===== config.mk =====
export PLATFORM = sky130hd
export DESIGN_NAME = mem_wb_reg
export DESIGN_NICKNAME = d
export VERILOG_FILES = /design/src/mem_pkg.sv /design/src/mem_wb_reg.sv
export SDC_FILE = /design/constraint.sdc
export NUM_CORES = 1
export LEC_CHECK = 0
export ABC_AREA = 0
export BUFFER_PORTS_ARGS = -buffer_cell sky130_fd_sc_hd__buf_2
export CORE_AREA = 2 2 186 188
export CTS_BUF_LIST = sky130_fd_sc_hd__clkbuf_4 sky130_fd_sc_hd__clkbuf_8
export DETAILED_ROUTE_END_ITERATION = 8
export DIE_AREA = 0 0 188 190
export REMOVE_ABC_BUFFERS = 1
export SETUP_SLACK_MARGIN = 0.05
export SYNTH_ARGS = -nofsm -noshare
export SYNTH_HDL_FRONTEND = slang
export SYNTH_SLANG_ARGS = --single-unit
export TNS_END_PERCENT = 1

===== constraint.sdc =====
create_clock -name clk -period 2.3 [get_ports clk]
set_clock_uncertainty 0.1 [all_clocks]
set_input_delay 0.46 -clock clk [delete_from_list [all_inputs] [get_ports clk]]
set_output_delay 0.46 -clock clk [all_outputs]
set_load 0.005 [all_outputs]

===== src/mem_pkg.sv =====
package mem_pkg;

	localparam int xlen = 64;
	localparam int ilen = 32;
	localparam int xbytes = xlen / 8;	// byte lanes per doubleword

	localparam logic [6:0] op_load  = 7'b000_0011;
	localparam logic [6:0] op_store = 7'b010_0011;

	// access widths, shared by loads and stores
	localparam logic [2:0] f3_b  = 3'b000;
	localparam logic [2:0] f3_h  = 3'b001;
	localparam logic [2:0] f3_w  = 3'b010;
	localparam logic [2:0] f3_d  = 3'b011;
	localparam logic [2:0] f3_bu = 3'b100;	// unsigned loads only
	localparam logic [2:0] f3_hu = 3'b101;
	localparam logic [2:0] f3_wu = 3'b110;

	// I-format, as used by loads
	typedef struct packed {
		logic [11:0] imm;
		logic [4:0]  rs1;
		logic [2:0]  funct3;
		logic [4:0]  rd;
		logic [6:0]  opcode;
	} load_fields_t;

	// S-format, as used by stores
	typedef struct packed {
		logic [6:0] imm_hi;
		logic [4:0] rs2;
		logic [4:0] rs1;
		logic [2:0] funct3;
		logic [4:0] imm_lo;	// sits where rd would be
		logic [6:0] opcode;
	} store_fields_t;

	typedef union packed {
		load_fields_t  ld;
		store_fields_t st;
	} instr_t;

endpackage

===== src/mem_wb_reg.sv =====
`timescale 1ns/1ps

module mem_wb_reg
	import mem_pkg::*;
(
	input  logic            clk,
	input  logic            reset,
	input  logic            is_load,
	input  logic [xlen-1:0] load_value,
	input  logic [xlen-1:0] alu_result,
	input  logic            in_valid,
	input  logic            out_ready,
	input  logic            reg_w_en,
	input  logic [4:0]      rd,
	input  logic [xlen-1:0] pc,
	input  instr_t          instr,
	output logic            in_ready,
	output logic            out_valid,
	output logic [xlen-1:0] out_pc,
	output instr_t          out_instr,
	output logic            out_reg_w_en,
	output logic [4:0]      out_rd,
	output logic [xlen-1:0] out_wb_data,
	output logic            fwd_reg_w_en,
	output logic [4:0]      fwd_rd,
	output logic [xlen-1:0] fwd_wb_data
);

	logic [xlen-1:0] wb_data;

	// stores fall on the alu side
	assign wb_data = is_load ? load_value : alu_result;

	assign in_ready = out_ready;	// no buffering here

	// bypass toward earlier stages
	assign fwd_reg_w_en = reg_w_en;
	assign fwd_rd       = rd;
	assign fwd_wb_data  = wb_data;

	always_ff @(posedge clk) begin
		if (reset) begin
			out_valid    <= 1'b0;
			out_pc       <= '0;
			out_instr    <= '0;
			out_reg_w_en <= 1'b0;
			out_rd       <= 5'd0;
			out_wb_data  <= '0;
		end else if (out_ready) begin
			out_valid    <= in_valid;	// bubble when in_valid low
			out_pc       <= pc;
			out_instr    <= instr;
			out_reg_w_en <= reg_w_en;
			out_rd       <= rd;
			out_wb_data  <= wb_data;
		end
	end

endmodule


==> load_flow_metrics.sql <==
INSERT INTO impl_metrics (metric_group, metric, value, unit) VALUES
('placed_design', 'place_worst_setup_slack', '0.271', 'ns'),
('clocking', 'root_buffer', 'sky130_fd_sc_hd__clkbuf_8', ''),
('detailed_routing', 'total_via_count_after_detailed_routing', '6218', ''),
('finish', 'finalCoreUtilization', '0.305', ''),
('floorplan', 'fp.dieH', '190', 'um'),
('setup_path', 'critPathLaunch', 'is_load', ''),
('grt', 'first_global_vias', '6017', ''),
('synthesis', 'synth-async-reset-ratio', '0', ''),
('clocking', 'worstSkewPairLatency', '0.44', 'ns'),
('synthesis', 'synthMostInstantiatedCell', 'sky130_fd_sc_hd__dfxtp_1', ''),
('grt', 'first_pass_grt_wire_length', '33900', 'um'),
('finish', 'diodes', '0', ''),
('timing', 'worst_margin_pin_slew', '0.680', 'ns'),
('clocking', 'clock_tree.htree_level_count', '4', ''),
('finish', 'area.growth.synth_to_final', '43.2', '%'),
('timing', 'fin_hold_ws', '0.144', 'ns'),
('placed_design', 'hpwl', '18200', 'um'),
('placed_design', 'numPlacedInstances', '1512', ''),
('placed_design', 'gp_routability_congestion', '0.800', ''),
('setup_path', 'timing.critical_path.to_type', 'output pin', ''),
('detailed_routing', 'drt-wirelength-per-cell', '14.7', 'um'),
('detailed_routing', 'remaining_drc_errors', '0', ''),
('grt', 'grt_max_degree', '65', ''),
('synthesis', 'number_of_enable_type_register_cells_in_the_synthesized_netlist', '0', ''),
('synthesis', 'postSynthAreaPerCell', '11.6', 'sq um'),
('detailed_routing', 'antenna_violating_nets_post_route', '0', ''),
('floorplan', 'design.core.area', '33900', 'sq um'),
('placed_design', 'io_buffer_count', '472', ''),
('synthesis', 'ys_types', '16', ''),
('finish', 'fillers', '3589', ''),
('synthesis', 'synth_largest_area_cell', 'sky130_fd_sc_hd__dfxtp_1', ''),
('hold_path', 'holdCritStartpoint', 'instr[19]', ''),
('synthesis', 'post_synth_inst_count', '623', ''),
('floorplan', 'initial_core_util', '0.213', ''),
('synthesis', 'netlist.area_leader.share', '0.462', ''),
('outcome', 'result_of_the_run', 'complete, no violations', ''),
('finish', 'regArea', '3340', 'sq um'),
('setup_path', 'critical_path_required', '1.74', 'ns'),
('finish', 'multi_input_comb_area', '3480', 'sq um'),
('floorplan', 'dieArea', '35700', 'sq um'),
('timing', 'relSlewSlack', '0.547', ''),
('timing', 'min_period', '2.02', 'ns'),
('clocking', 'tritoncts', 'yes', ''),
('clocking', 'cts-root-to-sink-buffers', '2', ''),
('pwr', 'p_per_area', '623', 'nW/um^2'),
('setup_path', 'worstPathCellList', 'buf_4 > buf_12 > mux2_2 > buf_2', ''),
('setup_path', 'critPathKind', 'in2out', ''),
('floorplan', 'floorplan.die.width', '188', 'um'),
('timing', 'report.final.setup_viol', '0', ''),
('pwr', 'p_leak', '5.37', 'nW'),
('finish', 'layout-drive-gt1-share', '0.596', ''),
('detailed_routing', 'drt-total-wl', '22700', 'um'),
('timing', 'totalNegativeSetupSlack', '0', 'ns'),
('clocking', 'cts_post_setup_buffers_inserted', '0', ''),
('timing', 'max_freq', '495', 'MHz'),
('clocking', 'cts_hold_repair.buffers', '0', ''),
('timing', 'rsz_0062_raised_after_global_routing', 'false', ''),
('clocking', 'clock_sinks', '167', ''),
('floorplan', 'placement_rows', '68', ''),
('clocking', 'cts_resized', '0', ''),
('synthesis', 'synth.top_cells.by_area', 'sky130_fd_sc_hd__dfxtp_1, sky130_fd_sc_hd__mux2i_1, sky130_fd_sc_hd__mux2_4', ''),
('setup_path', 'slowest_delay', '0.37', 'ns'),
('setup_path', 'worst_path_max_delay_cell', 'sky130_fd_sc_hd__mux2_2', ''),
('synthesis', 'yosys_warnings', '0', ''),
('hold_path', 'worst_hold_path_type', 'in2reg', ''),
('clocking', 'cts.clk_slew.worst_paths', '0.09', 'ns'),
('setup_path', 'setup.worst_path.start_class', 'input pin', ''),
('synthesis', 'yosysSeqAreaShare', '0.462', ''),
('setup_path', 'worst-path-max-fanout', '19', ''),
('timing', 'slew_viol_final', '0', ''),
('finish', 'final_cells', '1544', '');
## state kept, by name (all words and copies together), names as in the netlist
register,flops
out_pc,64
out_rd,5
out_valid,1
out_reg_w_en,1
out_wb_data,64
out_instr,32
## cell type report
class	count	area share
flip-flops and latches	167	0.323
repair buffers	491	0.249
well taps	455	0.0550
clock buffers	19	0.0246
clock inverters	13	0.0115
inverters	1	0.000362
multi-input cells	398	0.336
## metal layers
| metal | part of all wire | track usage | up-vias | wire (um) |
|---|---|---|---|---|
| met5 | 0.00071 | 0 | - | 16 |
| met4 | 0.011 | 0.0382 | 2 | 257 |
| met3 | 0.068 | 0.0290 | 9 | 1540 |
| met2 | 0.52 | 0.224 | 298 | 11700 |
| met1 | 0.41 | 0.141 | 2862 | 9190 |
| li1 | - | - | 3047 | - |
## final timing paths
path | endpoint | slack, ns | cells after the start
setup reg to reg | out_wb_data[61] | 1.47 | 2
setup / recovery | fwd_wb_data[61] | 0.28 | 4
hold reg to reg | out_instr[1] | 0.39 | 2
hold / removal | out_instr[19] | 0.14 | 3
## critical path: cells and delay by family
family                 cells  cell delay (ns)
muxes                      1             0.37
buffers and inverters      3             0.62
## power breakdown
part           internal, mW  switching [mW]
Clock                 0.823            1.20
Sequential             3.08          0.0925
Combinational         0.713           0.544
Total                  4.62            1.84
## logic make-up (layout without fill, tap and decap cells)
family                 count (synthesis)  after routing  synth area share
AO/OA/AOI/OAI                        128            128             0.155
buffers and inverters                 58            524            0.0559
flip-flops                           167            167             0.462
multiplexers                         167            167             0.273
AND/OR/NAND/NOR                      103            103            0.0535
## cells in the final DEF, fill, tap and decap left out, types with 3 or more instances in the layout
cell                           n
sky130_fd_sc_hd__mux2_2        4
sky130_fd_sc_hd__dfxtp_1     167
sky130_fd_sc_hd__o21ba_1       3
sky130_fd_sc_hd__clkinv_4      4
sky130_fd_sc_hd__nor2_1      103
sky130_fd_sc_hd__o21ba_2      61
sky130_fd_sc_hd__buf_12        5
sky130_fd_sc_hd__buf_2       469
sky130_fd_sc_hd__o21a_1       64
sky130_fd_sc_hd__mux2_4       60
sky130_fd_sc_hd__mux2i_1     103
sky130_fd_sc_hd__buf_4        16
sky130_fd_sc_hd__clkinvlp_4    3
sky130_fd_sc_hd__clkbuf_8     19
Note: power is estimated with default switching activity, not from simulation.
