--- src/mem_pkg.sv ---
package mem_pkg;

	localparam int xlen = 64;
	localparam int ilen = 32;
	localparam int xbytes = xlen / 8;	// byte lanes per doubleword

	localparam logic [6:0] op_load  = 7'b000_0011;
	localparam logic [6:0] op_store = 7'b010_0011;

	// access widths, shared by loads and stores
	localparam logic [2:0] f3_b  = 3'b000;
	localparam logic [2:0] f3_h  = 3'b001;
	localparam logic [2:0] f3_w  = 3'b010;
	localparam logic [2:0] f3_d  = 3'b011;
	localparam logic [2:0] f3_bu = 3'b100;	// unsigned loads only
	localparam logic [2:0] f3_hu = 3'b101;
	localparam logic [2:0] f3_wu = 3'b110;

	// I-format, as used by loads
	typedef struct packed {
		logic [11:0] imm;
		logic [4:0]  rs1;
		logic [2:0]  funct3;
		logic [4:0]  rd;
		logic [6:0]  opcode;
	} load_fields_t;

	// S-format, as used by stores
	typedef struct packed {
		logic [6:0] imm_hi;
		logic [4:0] rs2;
		logic [4:0] rs1;
		logic [2:0] funct3;
		logic [4:0] imm_lo;	// sits where rd would be
		logic [6:0] opcode;
	} store_fields_t;

	typedef union packed {
		load_fields_t  ld;
		store_fields_t st;
	} instr_t;

endpackage
--- src/load_unit.sv ---
`timescale 1ns/1ps

module load_unit
	import mem_pkg::*;
(
	input  logic [2:0]      funct3,
	input  logic [2:0]      addr_low,
	input  logic [xlen-1:0] rdata,
	output logic [xlen-1:0] load_value
);

	logic [2:0]      lane;
	logic [5:0]      shamt;
	logic [xlen-1:0] shifted;

	// lane per access size, low address bits below the size dropped
	always_comb begin
		case (funct3)
			f3_b, f3_bu: lane = addr_low;
			f3_h, f3_hu: lane = {addr_low[2:1], 1'b0};
			f3_w, f3_wu: lane = {addr_low[2], 2'b00};
			default:     lane = 3'd0;
		endcase
	end

	assign shamt   = {lane, 3'b000};
	assign shifted = rdata >> shamt;	// addressed lane now at bit 0

	always_comb begin
		case (funct3)
			f3_b: begin
				load_value = {{56{shifted[7]}}, shifted[7:0]};
			end
			f3_h: begin
				load_value = {{48{shifted[15]}}, shifted[15:0]};
			end
			f3_w: begin
				load_value = {{32{shifted[31]}}, shifted[31:0]};
			end
			f3_d: begin
				load_value = rdata;
			end
			f3_bu: begin
				load_value = {56'd0, shifted[7:0]};
			end
			f3_hu: begin
				load_value = {48'd0, shifted[15:0]};
			end
			f3_wu: begin
				load_value = {32'd0, shifted[31:0]};
			end
			default: begin
				load_value = '0;
			end
		endcase
	end

endmodule

--- config.mk ---
export PLATFORM = sky130hd
export DESIGN_NAME = load_unit
export DESIGN_NICKNAME = d
export VERILOG_FILES = /design/src/mem_pkg.sv /design/src/load_unit.sv
export SDC_FILE = /design/constraint.sdc
export NUM_CORES = 1
export LEC_CHECK = 0
export ABC_AREA = 1
export BUFFER_PORTS_ARGS = -buffer_cell sky130_fd_sc_hd__buf_2
export CORE_ASPECT_RATIO = 0.6
export CORE_UTILIZATION = 50
export DETAILED_ROUTE_END_ITERATION = 7
export GPL_TIMING_DRIVEN = 0
export PLACE_DENSITY = 0.94
export SETUP_SLACK_MARGIN = 0.1
export SLEW_MARGIN = 30
export SYNTH_ARGS = -nofsm -noshare
export SYNTH_HDL_FRONTEND = slang
export SYNTH_SLANG_ARGS = --single-unit
--- constraint.sdc ---
create_clock -name vclk -period 2.85
set_clock_uncertainty 0.15 [all_clocks]
set_input_delay 0.285 -clock vclk [all_inputs]
set_output_delay 0.285 -clock vclk [all_outputs]
set_load 0.05 [all_outputs]
==> summary by stage, run 1 <==
Worst setup path
The type of element launching the critical path is an input pin. For the worst setup path, the data required time is 2410 ps. The largest single stage delay on the critical path is 310 ps. The maximum net fanout on the critical path is 10. The setup path with the least slack is of type in2out. Broken down by cell family, the worst path's largest delay share belongs to buffers and inverters.

Walking the worst path, the cells encountered are buf_2 -> nor2_4 -> nand2_4 -> buf_6 -> clkbuf_1 -> nand2_1 -> o21ai_0 -> o21ai_0 -> nand2_1 -> nand3_1 -> nand3_1 -> buf_2. STA puts the critical path data arrival time at 2330 ps. Among all stages on the critical path, the largest delay is contributed by sky130_fd_sc_hd__o21ai_0. STA classifies the critical path endpoint as an output port. The count of buffer and inverter cells on the critical path is 4.

Run status
The run finished, with violations left. The checks that failed: DRC.

Timing
The final setup violation count is 0. Setup repair after global routing left no endpoint under its margin. The slew at the pin with the worst max-slew slack is slightly below 900 ps. The maximum clock frequency is between 300 and 400 MHz. Dividing the final minimum period by the clock period gives 0.969. The final max-slew violation count was 0. Adding up every negative setup slack in the final design gives 0 ps. The final number of hold-violating endpoints was 0. In this run the tightest slew margin relative to its limit is 0.415.

The worst path in the final design needs a cycle of ~2800 ps, including I/O delays and setup.

Power
The sequential cell fraction of total power is 0. The combinational cell fraction of total power is 1.000. The share of power burned in the clock network is 0. The switching component of the power is 0.755 mW.

The internal power consumption is between 0.2 and 0.25 mW. The highest ir drop seen on vdd is between 0.2 and 0.3 mV. Of the total power, the share spent switching nets is 0.763. Dividing total power by cell area gives a power density of 320 mW/mm^2. The leakage power is 2.00 nW.

Floorplan
The row count is 18. The die is 55.2 um tall. From left edge to right edge, the die measures 90.7 um.

The die covers 0.00501 mm^2. The initial utilization of the core area, before any placement, comes to 0.546. The area of the core is 0.00432 mm^2. During I/O placement, the number of pins put on the boundary was 134.

Detailed routing
For this block, the via count after detailed routing is 4273. The number of DRC violations after detailed routing is 9. The number of nets with antenna violations after detailed routing is 0.

The first detailed-routing pass took 8 iterations. The total routed wirelength is between 10 and 15 mm. In the routed layout, each cell is associated on average with a via count of 5.92. The mean routed wirelength per cell is 16.3 um.

The first routing iteration left just under 600 violations.

Global routing
The total overflow left after global routing is 0. The first global-routing pass estimated 17.9 mm of wire. The number of global-route vias before repair is between 3000 and 4000. Entering global routing, the biggest net connects 11 pins. The all-layer global routing usage is 0.443. The number of antenna violations at the first check in global routing is 0.

CTS
The number of setup buffers added after CTS is 0. The number of resized instances in the post-cts repair step is 0. The number of hold-repair buffers added at the cts stage is 0.

Layout
In the final layout, the share of cells above drive strength 1 is 0.252. At the end of the flow, the number of nets in the layout was between 700 and 800. The clock buffer count in the final layout is 0. The core occupancy in the finished layout is 0.716. Fill cells in the final layout number around 440. The finished cells cover 0.00310 mm^2.

The area added between synthesis and finish is 31.0%. The number of flip-flops and latches is 0. After the flow finishes, the layout carries non-filler instances totaling 722. Summing all multi-input logic gate instances after layout gives 0.00199 mm^2. The sequential cells in the finished layout cover a total of 0 um^2. The number of antenna cells inserted is 0.

Yosys
Of the synthesized area, sequential elements account for 0. The synthesized netlist contains 25 unique library cells. The Yosys step of the flow raised 0 warnings. The synthesized netlist net count is between 600 and 700. The summed instance area of the synthesized netlist is 0.00236 mm^2.

The number of instances in the synthesized netlist is 531. A synthesized cell averages 4.45 um^2.

Place
Including well taps, the total number of placed cells is 722. The HPWL after detailed placement is between 8 and 9 mm. The cell area after placement is about 0.0031 mm^2. The congestion estimate from routability-driven global placement came to 1.11.

The count of buffers added on input and output ports is 131.

Flow run
Max-cap violations in this run came to 0.

Hold path
The worst hold path belongs to the class in2out.
## power groups by stage
stage                     clock, mW  combinational, mW  sequential [mW]
after detailed placement          0              0.958                0
after CTS                         0              0.961                0
after global placement            0              0.951                0
final                             0              0.989                0
after global routing              0               1.03                0
after floorplan                   0              0.697                0
## routing by layer
layer	vias to the layer above	global-route usage	wire length (um)
met3	63	0.134	2420
met2	470	0.656	4590
met5	-	0	0
li1	1958	-	-
met4	0	0.111	322
met1	1782	0.621	4410
## area by class of cell
type | instances | share of cell area
timing repair buffer | 131 | 0.212
multi-input combinational | 448 | 0.642
buffer | 35 | 0.0627
inverter | 48 | 0.0590
tap | 60 | 0.0243
## cell usage after synthesis
library cell / count / area share
sky130_fd_sc_hd__nand2_1: 247 / 0.39
sky130_fd_sc_hd__o22ai_1: 1 / 0.0026
sky130_fd_sc_hd__clkbuf_1: 14 / 0.022
sky130_fd_sc_hd__a21oi_1: 10 / 0.021
sky130_fd_sc_hd__nand2_2: 3 / 0.0079
sky130_fd_sc_hd__nand4_1: 13 / 0.034
sky130_fd_sc_hd__buf_2: 14 / 0.030
sky130_fd_sc_hd__o21ai_0: 54 / 0.11
sky130_fd_sc_hd__inv_2: 1 / 0.0016
sky130_fd_sc_hd__or2_0: 1 / 0.0026
sky130_fd_sc_hd__inv_4: 1 / 0.0026
sky130_fd_sc_hd__nor2_1: 29 / 0.046
sky130_fd_sc_hd__a211oi_1: 1 / 0.0032
sky130_fd_sc_hd__nand3_2: 1 / 0.0042
sky130_fd_sc_hd__buf_1: 1 / 0.0016
sky130_fd_sc_hd__nand3_1: 72 / 0.15
sky130_fd_sc_hd__nor3_1: 1 / 0.0021
sky130_fd_sc_hd__o21ai_1: 1 / 0.0021
sky130_fd_sc_hd__inv_1: 46 / 0.073
sky130_fd_sc_hd__nor2_2: 2 / 0.0053
sky130_fd_sc_hd__nor2_4: 3 / 0.014
sky130_fd_sc_hd__buf_6: 6 / 0.029
sky130_fd_sc_hd__o211ai_1: 4 / 0.013
sky130_fd_sc_hd__nand2_4: 4 / 0.019
sky130_fd_sc_hd__nand3b_1: 1 / 0.0032
## worst min-delay path: stages
cell,delay [ps]
sky130_fd_sc_hd__buf_2,100
sky130_fd_sc_hd__nand2_1,50
sky130_fd_sc_hd__nand2_1,40
sky130_fd_sc_hd__buf_2,200
## metrics by stage
stage	hold slack [ps]	power [mW]	setup slack (ps)
2_1_floorplan	746	0.697	223
3_3_place_gp	818	0.951	306
3_5_place_dp	818	0.958	241
4_1_cts	821	0.961	227
5_1_grt	842	1.03	104
6_report	821	0.989	89.4
## final timing paths
path                             end      start  slack [ps]  cells after the start
worst max-delay path  load_value[10]  funct3[0]          90                     12
worst min-delay path  load_value[50]  rdata[50]         820                      4
## placed cells by master (no fill, tap or decap)
cell	netlist	layout
sky130_fd_sc_hd__o21ai_1	1	1
sky130_fd_sc_hd__a21oi_1	10	10
sky130_fd_sc_hd__buf_2	14	145
sky130_fd_sc_hd__nand3_1	72	72
sky130_fd_sc_hd__nand3b_1	1	1
sky130_fd_sc_hd__nand3_2	1	1
sky130_fd_sc_hd__buf_6	6	6
sky130_fd_sc_hd__o21ai_0	54	54
sky130_fd_sc_hd__inv_1	46	46
sky130_fd_sc_hd__inv_4	1	1
sky130_fd_sc_hd__clkbuf_1	14	14
sky130_fd_sc_hd__nor2_1	29	28
sky130_fd_sc_hd__nand2_1	247	247
sky130_fd_sc_hd__a211oi_1	1	1
sky130_fd_sc_hd__nor3_1	1	1
sky130_fd_sc_hd__buf_1	1	1
sky130_fd_sc_hd__inv_2	1	1
sky130_fd_sc_hd__o22ai_1	1	1
sky130_fd_sc_hd__nand4_1	13	13
sky130_fd_sc_hd__nor2_4	3	3
sky130_fd_sc_hd__nor2_2	2	3
sky130_fd_sc_hd__or2_0	1	1
sky130_fd_sc_hd__nand2_2	3	3
sky130_fd_sc_hd__o211ai_1	4	4
sky130_fd_sc_hd__nand2_4	4	4
## logic make-up after synthesis
logic type / count (synthesis) / synth area share
and+or+nand+nor: 377 / 0.684
buffers and inverters: 83 / 0.159
AOI/OAI and AO/OA: 71 / 0.156
(Power assumes the default switching activity.)
==> run 2: changes to the inputs <==
- ABC_AREA: 1 -> not set
- PLACE_DENSITY: 0.94 -> 0.95
==> run 2 against run 1 <==
  * The flow now finishes without violations
  * Die area is 6.6% lower
  * Combinational power is 0.8% higher
  * Design area is 0.93% higher
  * Critical path depth is 2 lower
  * Synthesized cell count is 34% lower
  * Non-clock buffer count is 21 higher
  * Largest power group unchanged
==> summary by stage, run 2 <==
Run status
The flow ran to the end, and the final reports show no timing, DRC or antenna violations.

Yosys
The library cell occupying the most area in the post-synthesis netlist is sky130_fd_sc_hd__nand3_1. The sequential fraction of the synthesis area was 0 (unchanged). The summed instance area of the synthesized netlist is 0.00220 mm^2 (-6.8%). Ranked by total cell area, the synthesized netlist is headed by sky130_fd_sc_hd__nand3_1 12%, sky130_fd_sc_hd__o211ai_1 11%, sky130_fd_sc_hd__mux2i_1 10%, sky130_fd_sc_hd__a21oi_1 10%, sky130_fd_sc_hd__mux4_2 7.2%. The number of warning messages in the yosys log is 0 (unchanged). The synthesized area per cell was 6.29 um^2 (+41%).

The count of cell types in the netlist is 36 (+44%). Counting instances in the post-synthesis netlist gives the leading cell types as 51 x sky130_fd_sc_hd__nand3_1, 44 x sky130_fd_sc_hd__a21oi_1, 36 x sky130_fd_sc_hd__nand2_1. The area fraction of the dominant cell type after synthesis is 0.116 (-0.277).

The number of instances in the synthesized netlist is 350 (-34%). The synthesized netlist net count is 420 (-30%). In the post-synthesis netlist, the cell with the most instances is sky130_fd_sc_hd__nand3_1.

Power
The power density relative to cell area is 319 mW/mm^2 (-0.14%). The total power is 0.997 mW (+0.79%). The highest ir drop seen on vdd was 0.210 mV (-19%). The leakage power was 1.52 nW (-24%).

Timing
The worst hold slack was 822 ps (+1.29 ps). The maximum clock frequency is 364 MHz (+0.38%). Setup repair after global routing could not meet its margin everywhere. The minimum clock period is 2750 ps (-10.4 ps). The final max-slew violation count came to 0 (unchanged). The headroom to the max-slew limit was 0.494 (+0.0789). The final sum of negative setup slack is 0 ps (unchanged).

The final number of hold-violating endpoints is 0 (unchanged). The final setup violation count is 0 (unchanged). The slew at the pin with the worst max-slew slack was 757 ps (-118 ps).

The portion of the clock cycle consumed by the worst path in the final layout is 0.965 (-0.00365).

Global routing
The largest net degree at the start of global routing is 11 (unchanged). The all-layer global routing usage is 0.465 (+0.0216). The remaining global-route overflow came to 0 (unchanged).

The global-route wire length before repair is 16.3 mm (-8.7%). The number of global-route vias before repair is 3200 (-10%). The number of antenna violations at the first check in global routing came to 0 (unchanged).

Worst setup path
The launch point of the worst path is funct3[1]. STA classifies the critical path startpoint as an input pin. STA classifies the critical path endpoint as an output port. The peak per-stage delay on the critical path is 390 ps (+80 ps). Walking the worst path, the cells encountered are buf_2 -> or3b_1 -> buf_6 -> mux2i_2 -> a221oi_2 -> buf_4 -> buf_4 -> a21oi_1 -> o211ai_1 -> buf_2. The slowest stage cell on the critical path is sky130_fd_sc_hd__or3b_1. The worst endpoint data arrival time is 2320 ps (about the same). The maximum net fanout on the critical path came to 10 (unchanged). The required time at the endpoint of the critical path is 2410 ps (about the same). The critical path class is in2out.

Detailed routing
The number of nets with antenna violations after detailed routing is 0 (unchanged). The number of DRC violations after detailed routing is 0 (-9). The number of violations reported at the end of detailed-routing iteration 0 is 604 (+4.0%). The total routed wirelength is 11.2 mm (-4.9%).

The number of search-and-repair iterations in the first detailed-routing pass was 6 (-2). The ratio of routed vias to standard cells was 6.81 (+15%). The mean routed wirelength per cell is 20.3 um (+25%). The count of vias placed by the detailed router is 3738 (-13%).

Layout
The number of antenna cells inserted is 0 (unchanged). Leaving out fill and tap cells, the most frequent cell in the layout is sky130_fd_sc_hd__buf_2. The library cells used most frequently in the layout, excluding fill and tap cells, are 105 x sky130_fd_sc_hd__buf_2, 51 x sky130_fd_sc_hd__nand3_1, 44 x sky130_fd_sc_hd__a21oi_1. The clock buffer count in the final layout was 0 (unchanged). The fraction of layout instances using a drive strength above 1 is 0.387 (+0.134).

The area added between synthesis and finish is 42.0%. The core occupancy in the finished layout is 0.750 (+0.0340). The number of filler instances in the final layout is 360 (-17%). The multi-input combinational cell area is 0.00196 mm^2 (-1.6%). The sequential cell area is 0 um^2 (unchanged). The number of nets in the layout was 561 (-24%). The number of flip-flops and latches is 0 (unchanged).

Floorplan
The area of the core is 0.00417 mm^2 (-3.6%). The count of boundary I/O pins is 134 (unchanged). The row count is 18 (unchanged).

The area of the die came to 0.00468 mm^2 (-6.6%). The x dimension of the die is 87.7 um (-3.4%). The die height was 53.4 um (-3.3%). The effective utilization at floorplan is 0.528 (-0.0181).

Hold path
The start point of the worst hold path is rdata[0]. The depth of the worst hold-timing path is 4 (unchanged). The worst hold path belongs to the class in2out. The worst hold path terminates at load_value[0].

Flow run
The number of max-cap violations is 0 (unchanged).

Place
The count of input and output buffers is 133 (+1.5%). The HPWL after detailed placement is 8.26 mm (-6.8%). The final weighted congestion of routability-driven global placement was 1.03 (-7.6%).
==> run 2: cell count changes after synthesis, sizes merged, moves of 9 or more <==
cell | before | now
a21oi | 10 | 44
a31oi | 0 | 10
clkbuf | 14 | 24
inv | 48 | 8
mux2i | 0 | 23
nand2 | 254 | 36
nand3 | 73 | 51
nand4 | 13 | 2
nor2 | 34 | 8
o211ai | 4 | 33
o21ai | 55 | 22
o22ai | 1 | 10
==> run 2: critical path, delay by kind of cell <==
family                 cells  cell delay, ps
and+or+nand+nor            1             390
muxes                      1             150
AOI/OAI and AO/OA          3             520
buffers and inverters      5             950
==> run 2: worst max-delay path by stage <==
stage | end | depth (start not counted)
3_3_place_gp | load_value[24] | 8
5_1_grt | load_value[54] | 10
3_5_place_dp | load_value[30] | 8
6_report | load_value[54] | 10
2_1_floorplan | load_value[32] | 7
4_1_cts | load_value[42] | 9
==> run 2: final cells by class <==
type | count | area share
Buffer | 48 | 0.0837
Inverter | 8 | 0.00961
Multi-Input combinational cell | 294 | 0.626
Timing Repair Buffer | 139 | 0.256
Tap cell | 60 | 0.0240
==> run 2: layer usage <==
metal | up-vias | share of wire | global-route usage
li1 | 1620 | - | -
met2 | 397 | 0.42 | 0.685
met4 | 0 | 0.018 | 0.145
met1 | 1684 | 0.37 | 0.640
met5 | - | 0 | 0
met3 | 37 | 0.19 | 0.142
==> run 2: where the power goes <==
part	total [mW]	internal, mW	switching (mW)	leakage [nW]
Combinational	0.997	0.293	0.704	1.52
Sequential	0	0	0	0
Clock	0	0	0	0
==> run 2: stage by stage <==
step | setup slack, ps | cells | instance area, um^2
6_report | 99.8 | 549 | 3120
5_1_grt | 59.1 | 549 | 3120
4_1_cts | 111 | 544 | 2960
3_5_place_dp | -186 | 543 | 2940
3_3_place_gp | -97.5 | 543 | 2940
2_1_floorplan | 37.6 | 350 | 2200
==> run 2: timing repair <==
item                       CTS  global route
resized for setup            6            66
hold buffers                 0             0
setup endpoints to repair   49            58
pin swaps                    1             1
buffers inserted             1             5
==> run 2: kinds of logic after synthesis <==
logic type                share of synthesized area
buffers and inverters                         0.119
xor gates and xnor gates                    0.00398
AOI/OAI and AO/OA                             0.398
and+or+nand+nor                               0.256
muxes                                         0.222
